## src/pet_spi_macros.svh

```systemverilog
// SPI bridge sizing macros: address width, memory depth, sync depth, idle tx byte
`ifndef PET_SPI_MACROS_SVH
`define PET_SPI_MACROS_SVH

// Memory address width in bits
`define SPI_ADDR_W 10

// Number of byte locations
`define SPI_MEM_DEPTH 1024

// Flops per SPI pin synchronizer
`define SPI_SYNC_STAGES 2

// Byte shifted out during command and address bytes
`define SPI_IDLE_TX 8'h00

`endif
```

## src/spi_byte_if.sv

```systemverilog
// Byte-level link between the SPI target and the command engine
`timescale 1ns/1ps
`default_nettype none

interface spi_byte_if;

    logic       frame_start;    // CS fell, one-cycle pulse
    logic [7:0] rx_data;        // Received byte, valid with rx_strobe
    logic       rx_strobe;      // Full byte received, one-cycle pulse
    logic       frame_end;      // CS rose, one-cycle pulse
    logic [7:0] tx_data;        // Next byte to shift out

    // Pin side, produces byte events
    modport target (
        output frame_start,
        output rx_data,
        output rx_strobe,
        output frame_end,
        input  tx_data
    );

    // Command side, consumes byte events
    modport engine (
        input  frame_start,
        input  rx_data,
        input  rx_strobe,
        input  frame_end,
        output tx_data
    );

endinterface

`default_nettype wire

```

## src/spi_target.sv

```systemverilog
// SPI mode 0 target: pin sync, byte shift in and out, frame and byte events
`timescale 1ns/1ps
`default_nettype none
`include "pet_spi_macros.svh"

module spi_target (
    input  logic      clock_i,
    input  logic      rst_i,
    input  logic      spi_cs_ni,    // Chip select, active low
    input  logic      spi_sck_i,    // Serial clock from master
    input  logic      spi_sd_i,     // Serial data from master
    output logic      spi_sd_o,     // Serial data to master
    spi_byte_if.target bus
);

    localparam int SYNC_LAST = `SPI_SYNC_STAGES - 1;

    logic [`SPI_SYNC_STAGES-1:0] cs_sync_q;     // CS synchronizer chain
    logic [`SPI_SYNC_STAGES-1:0] sck_sync_q;    // SCK synchronizer chain
    logic [`SPI_SYNC_STAGES-1:0] sd_sync_q;     // SDI synchronizer chain
    logic                        cs_d_q;        // Previous synced CS
    logic                        sck_d_q;       // Previous synced SCK

    logic cs_s;
    logic sck_s;
    logic sd_s;
    logic sck_rise;
    logic sck_fall;
    logic cs_fall;
    logic cs_rise;

    logic [2:0] bit_cnt_q;      // Bits received in current byte
    logic [7:0] rx_shift_q;     // Receive shift register
    logic [7:0] tx_shift_q;     // Transmit shift register, MSB on pin
    logic       load_pend_q;    // Load tx_data at next falling SCK
    logic       rx_strobe_q;
    logic       frame_start_q;
    logic       frame_end_q;

    // Two-flop synchronizers plus one edge-history flop per pin
    always_ff @(posedge clock_i) begin
        if (rst_i) begin
            cs_sync_q  <= '1;               // CS idles high
            sck_sync_q <= '0;               // Mode 0 SCK idles low
            sd_sync_q  <= '0;
            cs_d_q     <= 1'b1;
            sck_d_q    <= 1'b0;
        end else begin
            cs_sync_q  <= {cs_sync_q[SYNC_LAST-1:0], spi_cs_ni};
            sck_sync_q <= {sck_sync_q[SYNC_LAST-1:0], spi_sck_i};
            sd_sync_q  <= {sd_sync_q[SYNC_LAST-1:0], spi_sd_i};
            cs_d_q     <= cs_sync_q[SYNC_LAST];
            sck_d_q    <= sck_sync_q[SYNC_LAST];
        end
    end

    assign cs_s  = cs_sync_q[SYNC_LAST];
    assign sck_s = sck_sync_q[SYNC_LAST];
    assign sd_s  = sd_sync_q[SYNC_LAST];

    // SCK edges only count inside a frame
    assign sck_rise = sck_s & ~sck_d_q & ~cs_s;
    assign sck_fall = ~sck_s & sck_d_q & ~cs_s;
    assign cs_fall  = ~cs_s & cs_d_q;
    assign cs_rise  = cs_s & ~cs_d_q;

    // Bit count, byte strobe and frame pulses
    always_ff @(posedge clock_i) begin
        if (rst_i) begin
            bit_cnt_q     <= 3'd0;
            rx_strobe_q   <= 1'b0;
            frame_start_q <= 1'b0;
            frame_end_q   <= 1'b0;
            load_pend_q   <= 1'b0;
        end else begin
            frame_start_q <= cs_fall;
            frame_end_q   <= cs_rise;
            rx_strobe_q   <= 1'b0;
            if (cs_s) begin
                bit_cnt_q   <= 3'd0;        // Partial byte is dropped
                load_pend_q <= 1'b0;
            end else if (sck_rise) begin
                bit_cnt_q <= bit_cnt_q + 3'd1;
                if (bit_cnt_q == 3'd7) begin
                    rx_strobe_q <= 1'b1;    // 8th sample just taken
                    load_pend_q <= 1'b1;
                end
            end else if (sck_fall && load_pend_q) begin
                load_pend_q <= 1'b0;        // Next byte now loaded
            end
        end
    end

    // Sample SDI on rising SCK, MSB first
    always_ff @(posedge clock_i) begin
        if (sck_rise) begin
            rx_shift_q <= {rx_shift_q[6:0], sd_s};
        end
    end

    // Shift SDO on falling SCK, reload between bytes
    always_ff @(posedge clock_i) begin
        if (rst_i) begin
            tx_shift_q <= 8'h00;            // SDO low out of reset
        end else if (cs_fall) begin
            tx_shift_q <= `SPI_IDLE_TX;
        end else if (cs_rise) begin
            tx_shift_q <= 8'h00;            // SDO idles low between frames
        end else if (sck_fall) begin
            if (load_pend_q) begin
                tx_shift_q <= bus.tx_data;
            end else begin
                tx_shift_q <= {tx_shift_q[6:0], 1'b0};
            end
        end
    end

    assign spi_sd_o = tx_shift_q[7];

    assign bus.frame_start = frame_start_q;
    assign bus.frame_end   = frame_end_q;
    assign bus.rx_strobe   = rx_strobe_q;
    assign bus.rx_data     = rx_shift_q;    // Full byte when rx_strobe is high

endmodule

`default_nettype wire

```

## src/flat_wrapper.sv

```systemverilog
// flat-port wrapper written by rule: the top's interface ports become plain ports
module spi_target_flat 
  (clock_i, rst_i, spi_cs_ni, spi_sck_i, spi_sd_i, spi_sd_o, bus_frame_start, bus_rx_data, bus_rx_strobe, bus_frame_end, bus_tx_data);
  spi_byte_if bus_i ();
  input  logic clock_i;
  input  logic rst_i;
  input  logic spi_cs_ni;
  input  logic spi_sck_i;
  input  logic spi_sd_i;
  output logic spi_sd_o;
  output wire logic [$bits(bus_i.frame_start)-1:0] bus_frame_start;
  output wire logic [$bits(bus_i.rx_data)-1:0] bus_rx_data;
  output wire logic [$bits(bus_i.rx_strobe)-1:0] bus_rx_strobe;
  output wire logic [$bits(bus_i.frame_end)-1:0] bus_frame_end;
  input wire logic [$bits(bus_i.tx_data)-1:0] bus_tx_data;
  assign bus_frame_start = bus_i.frame_start;
  assign bus_rx_data = bus_i.rx_data;
  assign bus_rx_strobe = bus_i.rx_strobe;
  assign bus_frame_end = bus_i.frame_end;
  assign bus_i.tx_data = bus_tx_data;
  spi_target u_core (.clock_i(clock_i), .rst_i(rst_i), .spi_cs_ni(spi_cs_ni), .spi_sck_i(spi_sck_i), .spi_sd_i(spi_sd_i), .spi_sd_o(spi_sd_o), .bus(bus_i));
endmodule
```

## config.mk

```make
export PLATFORM = sky130hd
export DESIGN_NAME = spi_target_flat
export DESIGN_NICKNAME = d
export VERILOG_FILES = /design/src/spi_byte_if.sv /design/src/spi_target.sv /design/src/flat_wrapper.sv
export VERILOG_INCLUDE_DIRS = /design/src /design/src/src
export SDC_FILE = /design/constraint.sdc
export NUM_CORES = 1
export LEC_CHECK = 0
export BUFFER_PORTS_ARGS = -buffer_cell sky130_fd_sc_hd__clkbuf_2
export CAP_MARGIN = 0
export CORE_ASPECT_RATIO = 0.9
export CORE_UTILIZATION = 51
export CTS_CLUSTER_DIAMETER = 80
export DETAILED_ROUTE_END_ITERATION = 8
export PLACE_DENSITY_LB_ADDON = 0.1
export SETUP_SLACK_MARGIN = 0.3
export SLEW_MARGIN = 10
export SYNTH_ARGS = -nofsm -noshare
export SYNTH_HDL_FRONTEND = slang
export SYNTH_SLANG_ARGS = --single-unit
```

## constraint.sdc

```tcl
create_clock -name clock_i -period 1.75 [get_ports clock_i]
set_clock_uncertainty 0.15 [all_clocks]
set_input_delay 0.4375 -clock clock_i [delete_from_list [all_inputs] [get_ports clock_i]]
set_output_delay 0.4375 -clock clock_i [all_outputs]
set_load 0.05 [all_outputs]
```

# --- Yosys cells after proc, flatten, opt, wreduce, memory -nomap -nowiden ---
# Cells that the tools add are included.
# W data, S select, Z words.
classes:
  n_bitwise: 11
  reduce_logical: 6
  muxes: 5
  eq_ne: 2
  addsub: 1
op_table:
  columns: ["operator", "n"]
  rows:
  - ["$mux W8", 1]
  - ["$and A1 B1 Y1", 6]
  - ["$reduce_or A3 Y1", 2]
  - ["$not A1 Y1", 5]
  - ["$mux W1", 4]
  - ["$add A3 B1 Y3 const B", 1]
  - ["$eq A3 B3 Y1 const B", 1]
  - ["$ne A2 B2 Y1 const B", 1]
  - ["$reduce_and A2 Y1", 1]
  - ["$reduce_bool A2 Y1", 1]
  - ["$reduce_or A2 Y1", 1]
  - ["$logic_and A1 B1 Y1", 1]
totals:
  output_inout_bits: 12
  word_cells: 37
  register_bits: 31

# --- Depth between registers and ports, before layout ---
logic_depth:
  depth_word: 6
  ltp_mapped: 4
  depth_no_buf: 4

# --- Worst setup path before layout ---
# OpenSTA, ideal clock, no wires.
synth_path:
  kind: "register to register"
  startpoint: "register u_core.sck_sync_q[1]"
  endpoint: "register u_core.rx_shift_q[0], in the netlist u_core.bus.rx_data[0] (enable)"
  synth_period_minus_slack_ns: 1.417
  n_path_buf: 1
  required_time_ns: 1.272
  setup_time_ns: 0.328
  path_slack_ns: 0.333
  t_arrival_ns: 0.939
  stages_incl_launch_ff: 4
  cell_sequence: "dfxtp_1 -> nor2b_1 -> clkbuf_2 -> and2b_1"
synth_between:
  elab_chain_len: 2
synth_rtl:
  columns: ["item", "line", "rtl"]
  rows:
  - ["start: declaration", "spi_target.sv:19", "logic [`SPI_SYNC_STAGES-1:0] sck_sync_q;"]
  - ["start signal: assignment", "spi_target.sv:50", "sck_sync_q <= {sck_sync_q[SYNC_LAST-1:0], spi_sck_i};"]
  - ["$and A1 B1 Y1 (2 in a row)", "spi_target.sv:62", "assign sck_rise = sck_s & ~sck_d_q & ~cs_s;"]
  - ["net u_core.sck_rise", "spi_target.sv:27", "logic sck_rise;"]
  - ["end signal: assignment", "spi_target.sv:97", "rx_shift_q <= {rx_shift_q[6:0], sd_s};"]
  - ["end: declaration", "spi_target.sv:33", "logic [7:0] rx_shift_q;"]
# The timed path passes the listed nets, and every way through them passes these cells.
# A chain may end at the register's enable or synchronous reset.

# --- Final worst setup path ---
layout_path:
  startpoint: "register u_core.rx_shift_q[5], in the netlist u_core.bus.rx_data[5]"
  endpoint: "output bus_rx_data[5]"
layout_lines:
  columns: ["item", "line", "rtl"]
  rows:
  - ["end: declaration", "flat_wrapper.sv:12", "output wire logic [$bits(bus_i.rx_data)-1:0] bus_rx_data;"]
# No word-level cell between the ends.

==> out/metrics.yaml <==
outcome:
  outcome: "finished clean"
floorplanning:
  start_util_pct: 56.3
  rows: 15
  die_area_sq_um: 2390
  io_pins: 25
  die_width_um: 51.4
  core_sq_um: 1990
  fp.dieH_um: 46.5
timing:
  period_needed_ns: 1.50
  fin_ws_ns: 0.247
  hold_violations: 0
  whs_ns: 0.158
  finalSetupTns_ns: 0
  slew_headroom_pct: 67.8
  finalSetupViolCount: 0
  fin_crit_sh_pct: 85.9
  maxSlewViolCount: 0
  worst_pin_slew_ns: 0.482
  fmax_mhz: 665
  rsz0062_at_grt: "true"
place:
  dp.cells: 135
  hpwlAfterDp_um: 1220
  io_buffers: 24
  place_worst_setup_slack_ns: 0.336
  place_congestion: 0.684
critical_path:
  critPathSlowestCell: "edfxtp_1"
  criticalPathCategory: "register to output pin"
  cpPeakStageDelay_ns: 0.43
  crit_fanout: 2
  r2r-start: "u_core.sck_sync_q[1]"
  end_kind: "output pin"
  cp_num_buf_inv: 1
  startpoint_type: "register"
  crit_family: "flip-flops"
  reg2reg_to: "u_core.bus.rx_data[5]"
  worstPathRequired_ns: 1.16
  reg2regPathDepth: 2
  critPathArrivalTime_ns: 0.92
  cp.depth: 1
  regToRegSetupSlack_ns: 0.43
  cp_cell_sequence: "buf_8"
clock_network:
  root_buffer: "clkbuf_4"
  clock_path_buffers: 2
  hold_buffers: 0
  clock_sinks: 31
  numCtsBuffers: 5
  cts_tree: "built"
  htree_levels: 2
  path_clk_slew_ns: 0.09
  clk_latency_ns: 0.31
finish:
  num-nets-final: 138
  drive_gt1_share_pct: 40.3
  syn_to_final_growth_pct: 30.3
  num_antenna_cells: 0
  fillCellCount: 162
  fin_cells: 149
yosys:
  syn_area_sq_um: 1120
  syn_area_per_cell_sq_um: 12.6
  ys_seq_area_share_pct: 62.6
  yosysUniqueCellTypes: 25
  ys_ff_latch: 31
  syn_inst: 89
  ys_warn_count: 0
  syn_nets: 104
global_route:
  grt_pass1_vias: 664
  track_usage_pct: 17.3
  grt-ovfl-total: 0
  grt_pass1_wl_um: 2790
  grt_max_degree: 17
  grt_antenna_before_repair: 0
power_and_ir_drop:
  powerDensity_nw_per_um2: 808
  ir_drop_v: 0.000715
  power_uw: 1180
  p_leak_uw: 0.000562
routing:
  routed_wl_um: 1780
  wl_per_cell_um: 11.9
  dr.pass1.iters: 3
  viasPerCell: 4.78
  ant_nets: 0
  route.detailed.drc: 0
  vias: 712
  drt-initial-drc-count: 4
hold_path:
  hp-start: "spi_cs_ni"
  hold_class: "input port to register"
  hold_end: "u_core.cs_sync_q[0]"
  hold_depth: 2
flow_run:
  drv_cap: 0
## per-layer routing
metal	GRT usage, %	up-vias	routed length (um)
met5	0	-	0
li1	-	376	-
met4	8.11	0	24
met1	18.5	310	793
met2	28.8	22	873
met3	8.91	4	88
## power breakdown
part           total (uW)  internal, uW  switching (uW)
Clock                 371           156             214
Combinational        58.8          29.3            29.5
Sequential            750           743            7.20
## cell usage in the layout, fill, tap and decap left out
| cell type | Yosys | layout |
|---|---|---|
| a211oi_1 | 5 | 5 |
| a211oi_2 | 2 | 2 |
| a21oi_1 | 1 | 1 |
| a21oi_2 | 1 | 1 |
| and2b_2 | 0 | 1 |
| buf_4 | 0 | 9 |
| buf_8 | 0 | 9 |
| clkbuf_1 | 1 | 2 |
| clkbuf_2 | 1 | 12 |
| clkbuf_4 | 0 | 5 |
| clkbuf_8 | 0 | 2 |
| clkinv_2 | 0 | 1 |
| dfxtp_1 | 23 | 21 |
| dfxtp_2 | 0 | 2 |
| edfxtp_1 | 8 | 8 |
| ha_1 | 2 | 2 |
| inv_1 | 2 | 2 |
| mux2i_1 | 9 | 9 |
| nand2_1 | 1 | 1 |
| nand2b_1 | 2 | 2 |
| nand3_1 | 1 | 1 |
| nor2_1 | 10 | 10 |
| nor2_2 | 2 | 2 |
| nor2b_1 | 6 | 6 |
| nor3b_1 | 1 | 1 |
| nor3b_4 | 1 | 1 |
| o21ai_0 | 1 | 1 |
| or2_2 | 3 | 3 |
| xnor2_1 | 2 | 2 |
## per-stage QoR
step	utilization, %	instance area, sq um
floorplan	-	1120
global placement	62.8	1250
detailed placement	62.8	1250
CTS	72.2	1440
global route	73.3	1460
finish	73.3	1460
## state kept, by name (all words and copies together), names as in the netlist
signal and cells:
u_core.sck_sync_q 2, u_core.bus.frame_end 1, u_core.sck_d_q 1, u_core.bus.rx_strobe 1, u_core.cs_sync_q 2, u_core.bus.rx_data 8
u_core.bit_cnt_q 3, u_core.cs_d_q 1, u_core.bus.frame_start 1, u_core.load_pend_q 1, u_core.tx_shift_q 8, u_core.sd_sync_q 2
## layout make-up
| class | instances | area, sq um | area share, % |
|---|---|---|---|
| sequential | 31 | 703 | 48.2 |
| multi-input combinational | 51 | 377 | 25.8 |
| timing repair buffer | 32 | 290 | 19.9 |
| clock buffer | 7 | 45.0 | 3.09 |
| tap | 25 | 31.3 | 2.14 |
| inverter | 2 | 7.51 | 0.515 |
| clock inverter | 1 | 5.00 | 0.343 |
## cells by family after synthesis
| family | share of synthesized area [%] |
|---|---|
| buffers and inverters | 3.91 |
| adder cells (fa/ha/maj) | 2.23 |
| AND/OR/NAND/NOR | 14.4 |
| multiplexers | 8.05 |
| AO/OA/AOI/OAI | 7.26 |
| XOR/XNOR | 1.56 |
| flip-flops | 62.6 |
## Yosys cell counts
library cell | number | area share (%)
a211oi_1 | 5 | 3.4
nor2_1 | 10 | 3.4
nand2b_1 | 2 | 1.1
and2b_1 | 1 | 0.67
nand2_1 | 1 | 0.33
nor2b_1 | 6 | 3.4
nand3_1 | 1 | 0.45
o21ai_0 | 1 | 0.45
buf_6 | 2 | 2.0
ha_1 | 2 | 2.2
inv_1 | 2 | 0.67
clkbuf_2 | 1 | 0.45
nor3b_4 | 1 | 1.7
nor2_2 | 2 | 1.1
edfxtp_1 | 8 | 21
mux2i_1 | 9 | 8.0
xnor2_1 | 2 | 1.6
buf_2 | 1 | 0.45
a21oi_1 | 1 | 0.45
clkbuf_1 | 1 | 0.33
or2_2 | 3 | 1.7
dfxtp_1 | 23 | 41
a211oi_2 | 2 | 2.2
a21oi_2 | 1 | 0.78
nor3b_1 | 1 | 0.67
## repair_timing
action / in CTS / in global routing
endpoints found under the setup margin: 12 / 19
resized for setup: 23 / 13
setup buffers: 5 / 1
pin swaps: 0 / 0
## worst max-delay path by stage
| stage | start | end | slack, ns |
|---|---|---|---|
| finish | u_core.bus.rx_data[5] | bus_rx_data[5] | 0.25 |
| floorplan | u_core.sck_sync_q[1] | u_core.bus.rx_data[0] | 0.33 |
| detailed placement | u_core.sck_sync_q[1] | u_core.bus.rx_data[2] | 0.34 |
| CTS | u_core.bus.rx_data[2] | bus_rx_data[2] | 0.22 |
| global placement | u_core.sck_sync_q[1] | u_core.bus.rx_data[4] | 0.40 |
| global route | u_core.bus.rx_data[5] | bus_rx_data[5] | 0.19 |
Power figures use the tool's default switching activity.
