$ cat config.mk
export PLATFORM = sky130hd
export DESIGN_NAME = spi_cmd_engine_flat
export DESIGN_NICKNAME = d
export VERILOG_FILES = /design/src/pet_spi_pkg.sv /design/src/spi_byte_if.sv /design/src/spi_cmd_engine.sv /design/src/flat_wrapper.sv
export VERILOG_INCLUDE_DIRS = /design/src /design/src/src
export SDC_FILE = /design/constraint.sdc
export NUM_CORES = 1
export LEC_CHECK = 0
export BUFFER_PORTS_ARGS = -buffer_cell sky130_fd_sc_hd__buf_4
export CORE_UTILIZATION = 48
export CTS_CLUSTER_SIZE = 40
export DETAILED_ROUTE_END_ITERATION = 10
export PLACE_DENSITY_LB_ADDON = 0.15
export SETUP_SLACK_MARGIN = 0.02
export SLEW_MARGIN = 20
export SYNTH_ARGS = -nofsm -noshare
export SYNTH_HDL_FRONTEND = slang
export SYNTH_SLANG_ARGS = --single-unit
$ cat constraint.sdc
create_clock -name clock_i -period 1.9 [get_ports clock_i]
set_clock_uncertainty 0.1 [all_clocks]
set_input_delay 0.38 -clock clock_i [delete_from_list [all_inputs] [get_ports clock_i]]
set_output_delay 0.38 -clock clock_i [all_outputs]
set_load 0.01 [all_outputs]
$ cat src/pet_spi_macros.svh
// SPI bridge sizing macros: address width, memory depth, sync depth, idle tx byte
`ifndef PET_SPI_MACROS_SVH
`define PET_SPI_MACROS_SVH

// Memory address width in bits
`define SPI_ADDR_W 10

// Number of byte locations
`define SPI_MEM_DEPTH 1024

// Flops per SPI pin synchronizer
`define SPI_SYNC_STAGES 2

// Byte shifted out during command and address bytes
`define SPI_IDLE_TX 8'h00

`endif
$ cat src/pet_spi_pkg.sv
// SPI bridge package: command op and engine phase types shared by the design
`default_nettype none

package pet_spi_pkg;

    // Op selected by bit 7 of the command byte
    typedef enum logic {
        OP_READ  = 1'b0,    // Memory bytes go back on SDO
        OP_WRITE = 1'b1     // Data bytes are stored
    } spi_op_e;

    // Engine phase within one CS-low frame
    typedef enum logic [1:0] {
        ST_CMD  = 2'd0,     // Waiting for command byte
        ST_ADDR = 2'd1,     // Waiting for low address byte
        ST_DATA = 2'd2      // Streaming data bytes
    } engine_state_e;

endpackage

`default_nettype wire

$ cat src/spi_byte_if.sv
// Byte-level link between the SPI target and the command engine
`timescale 1ns/1ps
`default_nettype none

interface spi_byte_if;

    logic       frame_start;    // CS fell, one-cycle pulse
    logic [7:0] rx_data;        // Received byte, valid with rx_strobe
    logic       rx_strobe;      // Full byte received, one-cycle pulse
    logic       frame_end;      // CS rose, one-cycle pulse
    logic [7:0] tx_data;        // Next byte to shift out

    // Pin side, produces byte events
    modport target (
        output frame_start,
        output rx_data,
        output rx_strobe,
        output frame_end,
        input  tx_data
    );

    // Command side, consumes byte events
    modport engine (
        input  frame_start,
        input  rx_data,
        input  rx_strobe,
        input  frame_end,
        output tx_data
    );

endinterface

`default_nettype wire

$ cat src/spi_cmd_engine.sv
// Frame parser: command and address decode, auto-increment memory access
`timescale 1ns/1ps
`default_nettype none
`include "pet_spi_macros.svh"

module spi_cmd_engine (
    input  logic                   clock_i,
    input  logic                   rst_i,
    spi_byte_if.engine             bus,
    output logic                   mem_we_o,      // Write pulse
    output logic                   mem_re_o,      // Read pulse
    output logic [`SPI_ADDR_W-1:0] mem_addr_o,
    output logic [7:0]             mem_wdata_o,
    input  logic [7:0]             mem_rdata_i    // Valid one cycle after mem_re_o
);

    import pet_spi_pkg::*;

    localparam int HI_W = `SPI_ADDR_W - 8;     // Address bits carried in command byte

    engine_state_e          state_q;
    spi_op_e                op_q;               // Op of current frame
    logic [HI_W-1:0]        addr_hi_q;          // Upper address bits from byte 0
    logic [`SPI_ADDR_W-1:0] addr_q;             // Current memory address
    logic                   re_q;               // Read data arrives this cycle
    logic [7:0]             tx_q;               // Byte offered to target

    always_ff @(posedge clock_i) begin
        if (rst_i) begin
            state_q   <= ST_CMD;
            op_q      <= OP_READ;
            addr_hi_q <= '0;
            addr_q    <= '0;
            mem_we_o  <= 1'b0;
            mem_re_o  <= 1'b0;
            re_q      <= 1'b0;
            tx_q      <= `SPI_IDLE_TX;
        end else begin
            mem_we_o <= 1'b0;
            mem_re_o <= 1'b0;
            re_q     <= mem_re_o;

            // Step past the location just written or prefetched, wraps naturally
            if (mem_we_o || (mem_re_o && op_q == OP_READ)) begin
                addr_q <= addr_q + 1'b1;
            end

            if (re_q) begin
                tx_q <= mem_rdata_i;                    // Goes out during next byte
            end

            if (bus.frame_start || bus.frame_end) begin
                state_q <= ST_CMD;
                tx_q    <= `SPI_IDLE_TX;                // Idle byte for cmd and addr
            end else if (bus.rx_strobe) begin
                case (state_q)
                    ST_CMD: begin
                        op_q      <= spi_op_e'(bus.rx_data[7]);
                        addr_hi_q <= bus.rx_data[HI_W-1:0];
                        state_q   <= ST_ADDR;
                    end
                    ST_ADDR: begin
                        addr_q   <= {addr_hi_q, bus.rx_data};
                        mem_re_o <= 1'b1;               // Prefetch first location
                        state_q  <= ST_DATA;
                    end
                    ST_DATA: begin
                        if (op_q == OP_WRITE) begin
                            mem_we_o <= 1'b1;
                        end else begin
                            mem_re_o <= 1'b1;           // Fetch byte for next slot
                        end
                    end
                    default: state_q <= ST_CMD;
                endcase
            end
        end
    end

    // Write data follows the strobe that produced it
    always_ff @(posedge clock_i) begin
        if (bus.rx_strobe && state_q == ST_DATA) begin
            mem_wdata_o <= bus.rx_data;
        end
    end

    assign mem_addr_o  = addr_q;
    assign bus.tx_data = tx_q;

endmodule

`default_nettype wire

$ cat src/flat_wrapper.sv
// flat-port wrapper written by rule: the top's interface ports become plain ports
module spi_cmd_engine_flat import pet_spi_pkg::*;
  (clock_i, rst_i, mem_we_o, mem_re_o, mem_addr_o, mem_wdata_o, mem_rdata_i, bus_frame_start, bus_rx_data, bus_rx_strobe, bus_frame_end, bus_tx_data);
  spi_byte_if bus_i ();
  input  logic clock_i;
  input  logic rst_i;
  output logic mem_we_o;
  output logic mem_re_o;
  output logic [`SPI_ADDR_W-1:0] mem_addr_o;
  output logic [7:0] mem_wdata_o;
  input  logic [7:0] mem_rdata_i;
  input wire logic [$bits(bus_i.frame_start)-1:0] bus_frame_start;
  input wire logic [$bits(bus_i.rx_data)-1:0] bus_rx_data;
  input wire logic [$bits(bus_i.rx_strobe)-1:0] bus_rx_strobe;
  input wire logic [$bits(bus_i.frame_end)-1:0] bus_frame_end;
  output wire logic [$bits(bus_i.tx_data)-1:0] bus_tx_data;
  assign bus_i.frame_start = bus_frame_start;
  assign bus_i.rx_data = bus_rx_data;
  assign bus_i.rx_strobe = bus_rx_strobe;
  assign bus_i.frame_end = bus_frame_end;
  assign bus_tx_data = bus_i.tx_data;
  spi_cmd_engine u_core (.clock_i(clock_i), .rst_i(rst_i), .bus(bus_i), .mem_we_o(mem_we_o), .mem_re_o(mem_re_o), .mem_addr_o(mem_addr_o), .mem_wdata_o(mem_wdata_o), .mem_rdata_i(mem_rdata_i));
endmodule
* Word-level counts from Yosys, hierarchy flattened *
Index checks and enable logic that the tools add are counted.
W data, S select, Z words.

word-level totals
  bits in registers = 34
  bits of input ports = 21
  output and inout port bits = 28
  logic and storage cells = 34

cells by class
  $add $sub $neg = 1
  equal/unequal tests = 2
  muxes and demuxes = 8
  bitwise operators = 4
  reduce and logical (&&, ||, !) cells = 10

operator list
  cell                     count
  $mux W10                 4
  $add A10 B1 Y10 const B  1
  $pmux W2 S3              1
  $not A1 Y1               4
  $reduce_or A4 Y1         1
  $reduce_and A3 Y1        1
  $reduce_or A3 Y1         1
  $eq A2 B1 Y1 const B     1
  $eq A2 B2 Y1 const B     1
  $logic_and A1 B1 Y1      2
  $logic_not A2 Y1         1
  $logic_or A1 B1 Y1       2
  $mux W1                  2
  $pmux W1 S2              1
  $reduce_and A2 Y1        1
  $reduce_or A2 Y1         1

* Depth between registers and ports, before layout *
Gate-level depths: netlist of run 1.

  word-level depth = 7
  depth in mapped cells = 6
  mapped depth without buffers = 6

* Worst setup path after synthesis of run 1 *
OpenSTA, ideal clock, no wires.

  path type = register -> register
  start = reg u_core.state_q[1]
  end = reg u_core.addr_q[6] (netlist: u_core.mem_addr_o[6])
  library setup time = 0.086 ns
  arrival = 1.331 ns
  required time = 1.714 ns
  slack = 0.383 ns
  stages on the path, launching flop included = 7
  period minus slack after synthesis = 1.517 ns
  cell sequence = dfxtp_1 inv_1 ha_1 nand3_1 clkbuf_1 nor2_1 a211oi_1

on the way
  word-level cells in the longest chain between the ends = 4

RTL lines
  what                      line                  text
  start: declaration        spi_cmd_engine.sv:21  engine_state_e state_q;
  start signal: assignment  spi_cmd_engine.sv:30  state_q <= ST_CMD;
  start signal: assignment  spi_cmd_engine.sv:53  state_q <= ST_CMD;
  start signal: assignment  spi_cmd_engine.sv:60  state_q <= ST_ADDR;
  $eq A2 B1 Y1              spi_cmd_engine.sv:56  case (state_q)
  $mux W10                  spi_cmd_engine.sv:56
  $mux W10                  spi_cmd_engine.sv:55  end else if (bus.rx_strobe) begin
  $mux W10                  spi_cmd_engine.sv:52  if (bus.frame_start || bus.frame_end) begin
  end signal: assignment    spi_cmd_engine.sv:45  addr_q <= addr_q + 1'b1;
  end signal: assignment    spi_cmd_engine.sv:63  addr_q <= {addr_hi_q, bus.rx_data};
  end: declaration          spi_cmd_engine.sv:24  logic [`SPI_ADDR_W-1:0] addr_q;

No other way between the ends.
A chain may end at the register's enable or synchronous reset.

* Worst setup path after layout of run 1 *
  start = reg u_core.addr_q[3] (netlist: u_core.mem_addr_o[3])
  end = reg u_core.addr_q[8] (netlist: u_core.mem_addr_o[8])

on the way
  word-level cells in the longest chain between the ends = 5

RTL lines
  what               line                  text
  $add A10 B1 Y10 *  spi_cmd_engine.sv:45
  $mux W10 *         spi_cmd_engine.sv:44  if (mem_we_o || (mem_re_o && op_q == OP_READ)) begin
  $mux W10           spi_cmd_engine.sv:56
  $mux W10           spi_cmd_engine.sv:55
  $mux W10 *         spi_cmd_engine.sv:52

Every way passes the cells marked *; elsewhere a longest branch is shown, timed or not.

==> results of run 1 <==
## routing by layer
layer / GRT usage / vias up
met5: 0 / -
met4: 0.0732 / 0
met3: 0.0605 / 2
met2: 0.294 / 40
met1: 0.256 / 529
li1: - / 584
## final cells by class
cell class | count | area, um^2 | area share
clock buffers | 5 | 37.5 | 0.0199
inverters | 3 | 11.3 | 0.00597
flip-flops and latches | 34 | 761 | 0.403
well taps | 31 | 38.8 | 0.0206
repair buffers | 49 | 368 | 0.195
multi-input cells | 93 | 602 | 0.319
clock inverters | 3 | 68.8 | 0.0365
## cells in the final DEF, fill, tap and decap left out, types with 3 or more instances in the layout
cell type  count
buf_4         49
nor2_1        27
dfxtp_1       26
mux2i_1       12
edfxtp_1       8
a211oi_1       7
o21ai_0        6
clkbuf_4       5
or3_1          4
a21oi_1        4
nand3_1        4
xor2_1         4
ha_1           4
inv_1          3
nand2_1        3
## sequential cells by signal, summed over array words and instances (netlist names)
signal	count
u_core.re_q	1
u_core.addr_hi_q	2
u_core.mem_re_o	1
u_core.bus.tx_data	8
u_core.mem_addr_o	10
u_core.op_q	1
u_core.mem_we_o	1
u_core.mem_wdata_o	8
u_core.state_q	2
## worst min path at each step
stage,from,to,slack [ns]
after floorplan,u_core.op_q,u_core.mem_we_o,0.33
after global placement,u_core.op_q,u_core.mem_we_o,0.35
after detailed placement,u_core.op_q,u_core.mem_we_o,0.36
after CTS,bus_rx_data[2],u_core.mem_wdata_o[2],0.13
after global routing,bus_rx_data[4],u_core.mem_wdata_o[4],0.11
final,bus_rx_data[2],u_core.mem_wdata_o[2],0.14
## cells by family after synthesis
logic type | Yosys count | synth area share
AO/OA/AOI/OAI | 25 | 0.122
buffers and inverters | 8 | 0.0216
multiplexers | 12 | 0.0863
adder cells (fa/ha/maj) | 4 | 0.0359
XOR/XNOR | 4 | 0.0252
AND/OR/NAND/NOR | 48 | 0.163
flip-flops | 34 | 0.546
## power by group through the flow
stage,sequential [mW],clock (mW),combinational (mW)
after floorplan,0.763,0,0.0213
after global placement,0.763,0,0.0644
after detailed placement,0.763,0,0.0667
after CTS,0.747,0.672,0.0669
after global routing,0.748,0.702,0.0732
final,0.747,0.663,0.0668
## through the flow
step                      area, um^2   util  worst slack [ns]
final                           1890  0.684             0.338
after global routing            1890  0.684             0.183
after CTS                       1890  0.684             0.345
after detailed placement        1780  0.646             0.360
after global placement          1780  0.646             0.412
after floorplan                 1390      -             0.383
## synth_stat cells (3+ instances only)
| master | n |
|---|---|
| a211oi_1 | 7 |
| a21oi_1 | 4 |
| clkbuf_1 | 5 |
| dfxtp_1 | 26 |
| edfxtp_1 | 8 |
| ha_1 | 4 |
| inv_1 | 3 |
| mux2i_1 | 12 |
| nand2_1 | 3 |
| nand3_1 | 4 |
| nor2_1 | 27 |
| o21ai_0 | 6 |
| or3_1 | 4 |
| xor2_1 | 4 |
==> impl_metrics.toml, run 1 <==
[outcome]
status = "completed"

[layout]
drive_gt1_frac = 0.326
antenna_cells = 0
nNetsFinal = 211
syn_to_final_growth_pct = 35.5
final_cells = 218
fillers = 222

[critical_path]
crit_path_start_kind = "flop"
cp_top_family = "simple AND/OR/NAND/NOR gates"
cp.required_ns = 2.03
slowest_delay_ns = 0.46
cp-startpoint = "u_core.mem_addr_o[3]"
worst-setup-path-type = "reg2reg"
r2r_cells = 4
critPathBufInv = 0
reg2reg_to = "u_core.mem_addr_o[8]"
cp.depth = 4
path_max_fanout = 6
crit_end = "u_core.mem_addr_o[8]"
critPathSlowestCell = "dfxtp_1"
r2r-start = "u_core.mem_addr_o[3]"
cp.arrival_ns = 1.70
end_kind = "flop"
path_cells = "and4_4 -> nand2_2 -> or3_1 -> a311oi_1"
reg2reg_slack_ns = 0.34

[grt]
grt_max_degree = 20
grt_overflow = 0
grt_pass1_wl_um = 4680
grt_pass1_vias = 1046
grt_use_total = 0.192
antenna_found_initial = 0

[floorplan]
core-area_mm2 = 0.00276
std_cell_rows = 19
start_util = 0.505
ios = 49
die_w_um = 55.9
die_y_um = 55.9
dieArea_mm2 = 0.00312

[sta]
whs_ns = 0.141
maxSlewViolCount = 0
slew_headroom = 0.705
rsz0062_at_grt = "no"
setup_viol = 0
fin_setup_tns_ns = 0
worst_pin_slew_ns = 0.442
hold_viol = 0
layout_min_cycle_time_ns = 1.56
max_clock_freq_mhz = 640
fin_crit_sh = 0.822

[clocking]
cts_root_buffer = "clkbuf_4"
worstSkewPairLatency_ns = 0.32
cts_made_buffers = 5
cts_buffer_depth = 2
cts_setup_buffers = 0
cts_resized = 0
clk_pin_slew_ns = 0.10
ctsHoldBuffers = 0
clock_sink_count = 34
htreeDepth = 2
cts_tree = "yes"

[power_and_ir_drop]
p_clk_frac = 0.449
swShare = 0.193
power_mw = 1.48
p_leak_nw = 0.759
p_sw_uw = 284
cellPowerDensity_mw_per_mm2 = 783
power_frac_seq = 0.506
p_int_mw = 1.19
combPwrFrac = 0.045
vdd_ir_drop_max_v = 0.000924

[min_path]
min_path_cells = 1
hold_class = "in2reg"

[placement]
io_buffers = 48
gp_congestion = 0.796
dp.cells = 210
hpwl_um = 2090

[route]
ant_nets = 0
via_per_inst = 5.30
routed.top_layer = "met4"
dr_wl_met3_um = 216
drtIter0Drc = 29
met1_length_um = 1320
wl_per_cell_um = 13.1
vias = 1155
dr.pass1.iters = 4
drc_errors = 0
finalWirelength_um = 2850
wl_met2_um = 1290

[yosys]
yosysSeqAreaShare = 0.546
synth_area_mm2 = 0.00139
synth_top_area_cell = "dfxtp_1"
yosysWarnings = 0
ys_ff_latch = 34
synth_area_per_cell_um2 = 10.3
yosysUniqueCellTypes = 27
synth_fp_nets = 160
syn-instance-count = 135
synth_edf_count = 8
postSynth.asyncResetShare = 0
yosys.area.top_type_share = 0.374
synthTopCellsByArea = "dfxtp_1 (37%), edfxtp_1 (17%), mux2i_1 (8.6%)"
synth-main-ff-cell = "dfxtp_1"

[run]
cap_violations = 0
(Power assumes the default switching activity.)
==> inputs of run 2 (changes only) <==
Settings changed: CORE_UTILIZATION 48 to 44.
Clock period 1.9 ns to 1.4 ns, I/O delays scaled along.
==> impl_metrics.toml, run 2 (synthesis results as in run 1) <==
[outcome]
status = "finished with violations"
violations = "negative setup slack"

[sta]
slew_headroom = 0.704
hold_viol = 0
whs_ns = 0.0220
setup_viol = 5
maxSlewViolCount = 0
fin_crit_sh = 1.04
worst_pin_slew_ns = 0.443
rsz0062_at_grt = "yes"
max_clock_freq_mhz = 687
worst_slack_ns = -0.0546
layout_min_cycle_time_ns = 1.45

[critical_path]
cp.depth = 4
slowest_delay_ns = 0.33
cp_top_family = "simple AND/OR/NAND/NOR gates"
reg2reg_slack_ns = -0.05
crit_path_start_kind = "flop"
end_kind = "flop"
r2r_cells = 4
cp.arrival_ns = 1.61
path_cells = "and2b_2 -> o211ai_1 -> or3_1 -> a311oi_1"
cp-startpoint = "u_core.op_q"
cp.required_ns = 1.56
worst-setup-path-type = "reg2reg"
critPathBufInv = 0
r2r-start = "u_core.op_q"
crit_end = "u_core.mem_addr_o[8]"
path_max_fanout = 6
critPathSlowestCell = "dfxtp_1"
reg2reg_to = "u_core.mem_addr_o[8]"

[route]
finalWirelength_um = 3450
vias = 1288
dr.pass1.iters = 4
ant_nets = 0
drtIter0Drc = 33
drc_errors = 0
wl_per_cell_um = 13.7
via_per_inst = 5.11

[clocking]
worstSkewPairLatency_ns = 0.35
clk_pin_slew_ns = 0.10
clock_sink_count = 34
cts_made_buffers = 5
cts_root_buffer = "clkbuf_4"
cts_tree = "yes"
cts_buffer_depth = 2
htreeDepth = 2

[placement]
pre_cts_slack_ns = -0.0720
place_area_mm2 = 0.00196
io_buffers = 48
gp_congestion = 0.789
hpwl_um = 2540
dp.cells = 241

[floorplan]
dieArea_mm2 = 0.00339
die_y_um = 58.3
core-area_mm2 = 0.00303
std_cell_rows = 20
die_w_um = 58.3
start_util = 0.460
ios = 49

[power_and_ir_drop]
p_leak_nw = 0.863
power_mw = 1.69
vdd_ir_drop_max_v = 0.000544
cellPowerDensity_mw_per_mm2 = 799

[grt]
grt_use_total = 0.214
antenna_found_initial = 0
grt_pass1_wl_um = 5290
grt_pass1_vias = 1182
grt_overflow = 0
grt_max_degree = 15

[layout]
final_cell_mix = "buf_4 (66), nor2_1 (27), dfxtp_1 (16)"
antenna_cells = 0
nNetsFinal = 232
finalInstanceArea_mm2 = 0.00212
largest_reg_flops = 10
final_common_cell = "buf_4"
drive_gt1_frac = 0.500
final_cells = 252
syn_to_final_growth_pct = 51.9

[min_path]
hp-start = "bus_rx_data[6]"
hold_class = "in2reg"

[run]
cap_violations = 0
run 2: changes by cell type in the layout (fill, tap and decap cells not counted), moves of 3 or more:
cell / delta
a211oi_1: -4
a211oi_2: +4
buf_4: +17
buf_6: +3
dfxtp_1: -10
dfxtp_2: +8
ha_1: -3
run 2: how the worst min path moves through the flow:
stage                                       end  slack [ns]  cells past startpoint
final                     u_core.mem_wdata_o[6]        0.02                      1
after global routing      u_core.mem_wdata_o[6]       0.001                      1
after CTS                 u_core.mem_wdata_o[6]        0.01                      1
after detailed placement  u_core.mem_wdata_o[6]        0.37                      1
after global placement    u_core.mem_wdata_o[6]        0.37                      1
after floorplan            u_core.mem_addr_o[1]        0.25                      1
run 2: layout make-up:
type / instances / area (um^2)
fillers: 238 / 912
flip-flops and latches: 34 / 778
multi-input cells: 93 / 662
repair buffers: 70 / 549
clock buffers: 7 / 55.1
well taps: 44 / 55.1
inverters: 3 / 11.3
clock inverters: 1 / 5.00
run 2: power breakdown:
part	internal [mW]	switching, mW
Clock	0.243	0.327
Combinational	0.0616	0.0499
Sequential	1.00	0.00433
run 2: what timing repair did:
action,CTS,global route
hold buffers,0,0
gates resized for setup,10,12
setup endpoints to repair,13,23
pin swaps,5,1
setup buffers,0,3
run 2: worst register-to-register path, cell delays in order (launching register included):
cell      delay (ns)
dfxtp_1         0.33
and2b_2         0.27
o211ai_1        0.13
or3_1           0.33
a311oi_1        0.21
run 2: stage by stage:
step	util	TNS, ns
after detailed placement	0.648	-0.422
after CTS	0.680	-0.135
final	0.699	-0.154
after global routing	0.699	-0.610
after floorplan	-	-0.00906
after global placement	0.648	-0.00542
run 2: routing by layer:
metal	wire length, um	global-route usage
met3	187	0.0692
met5	0	0
met4	75	0.0918
met1	1460	0.243
met2	1720	0.368
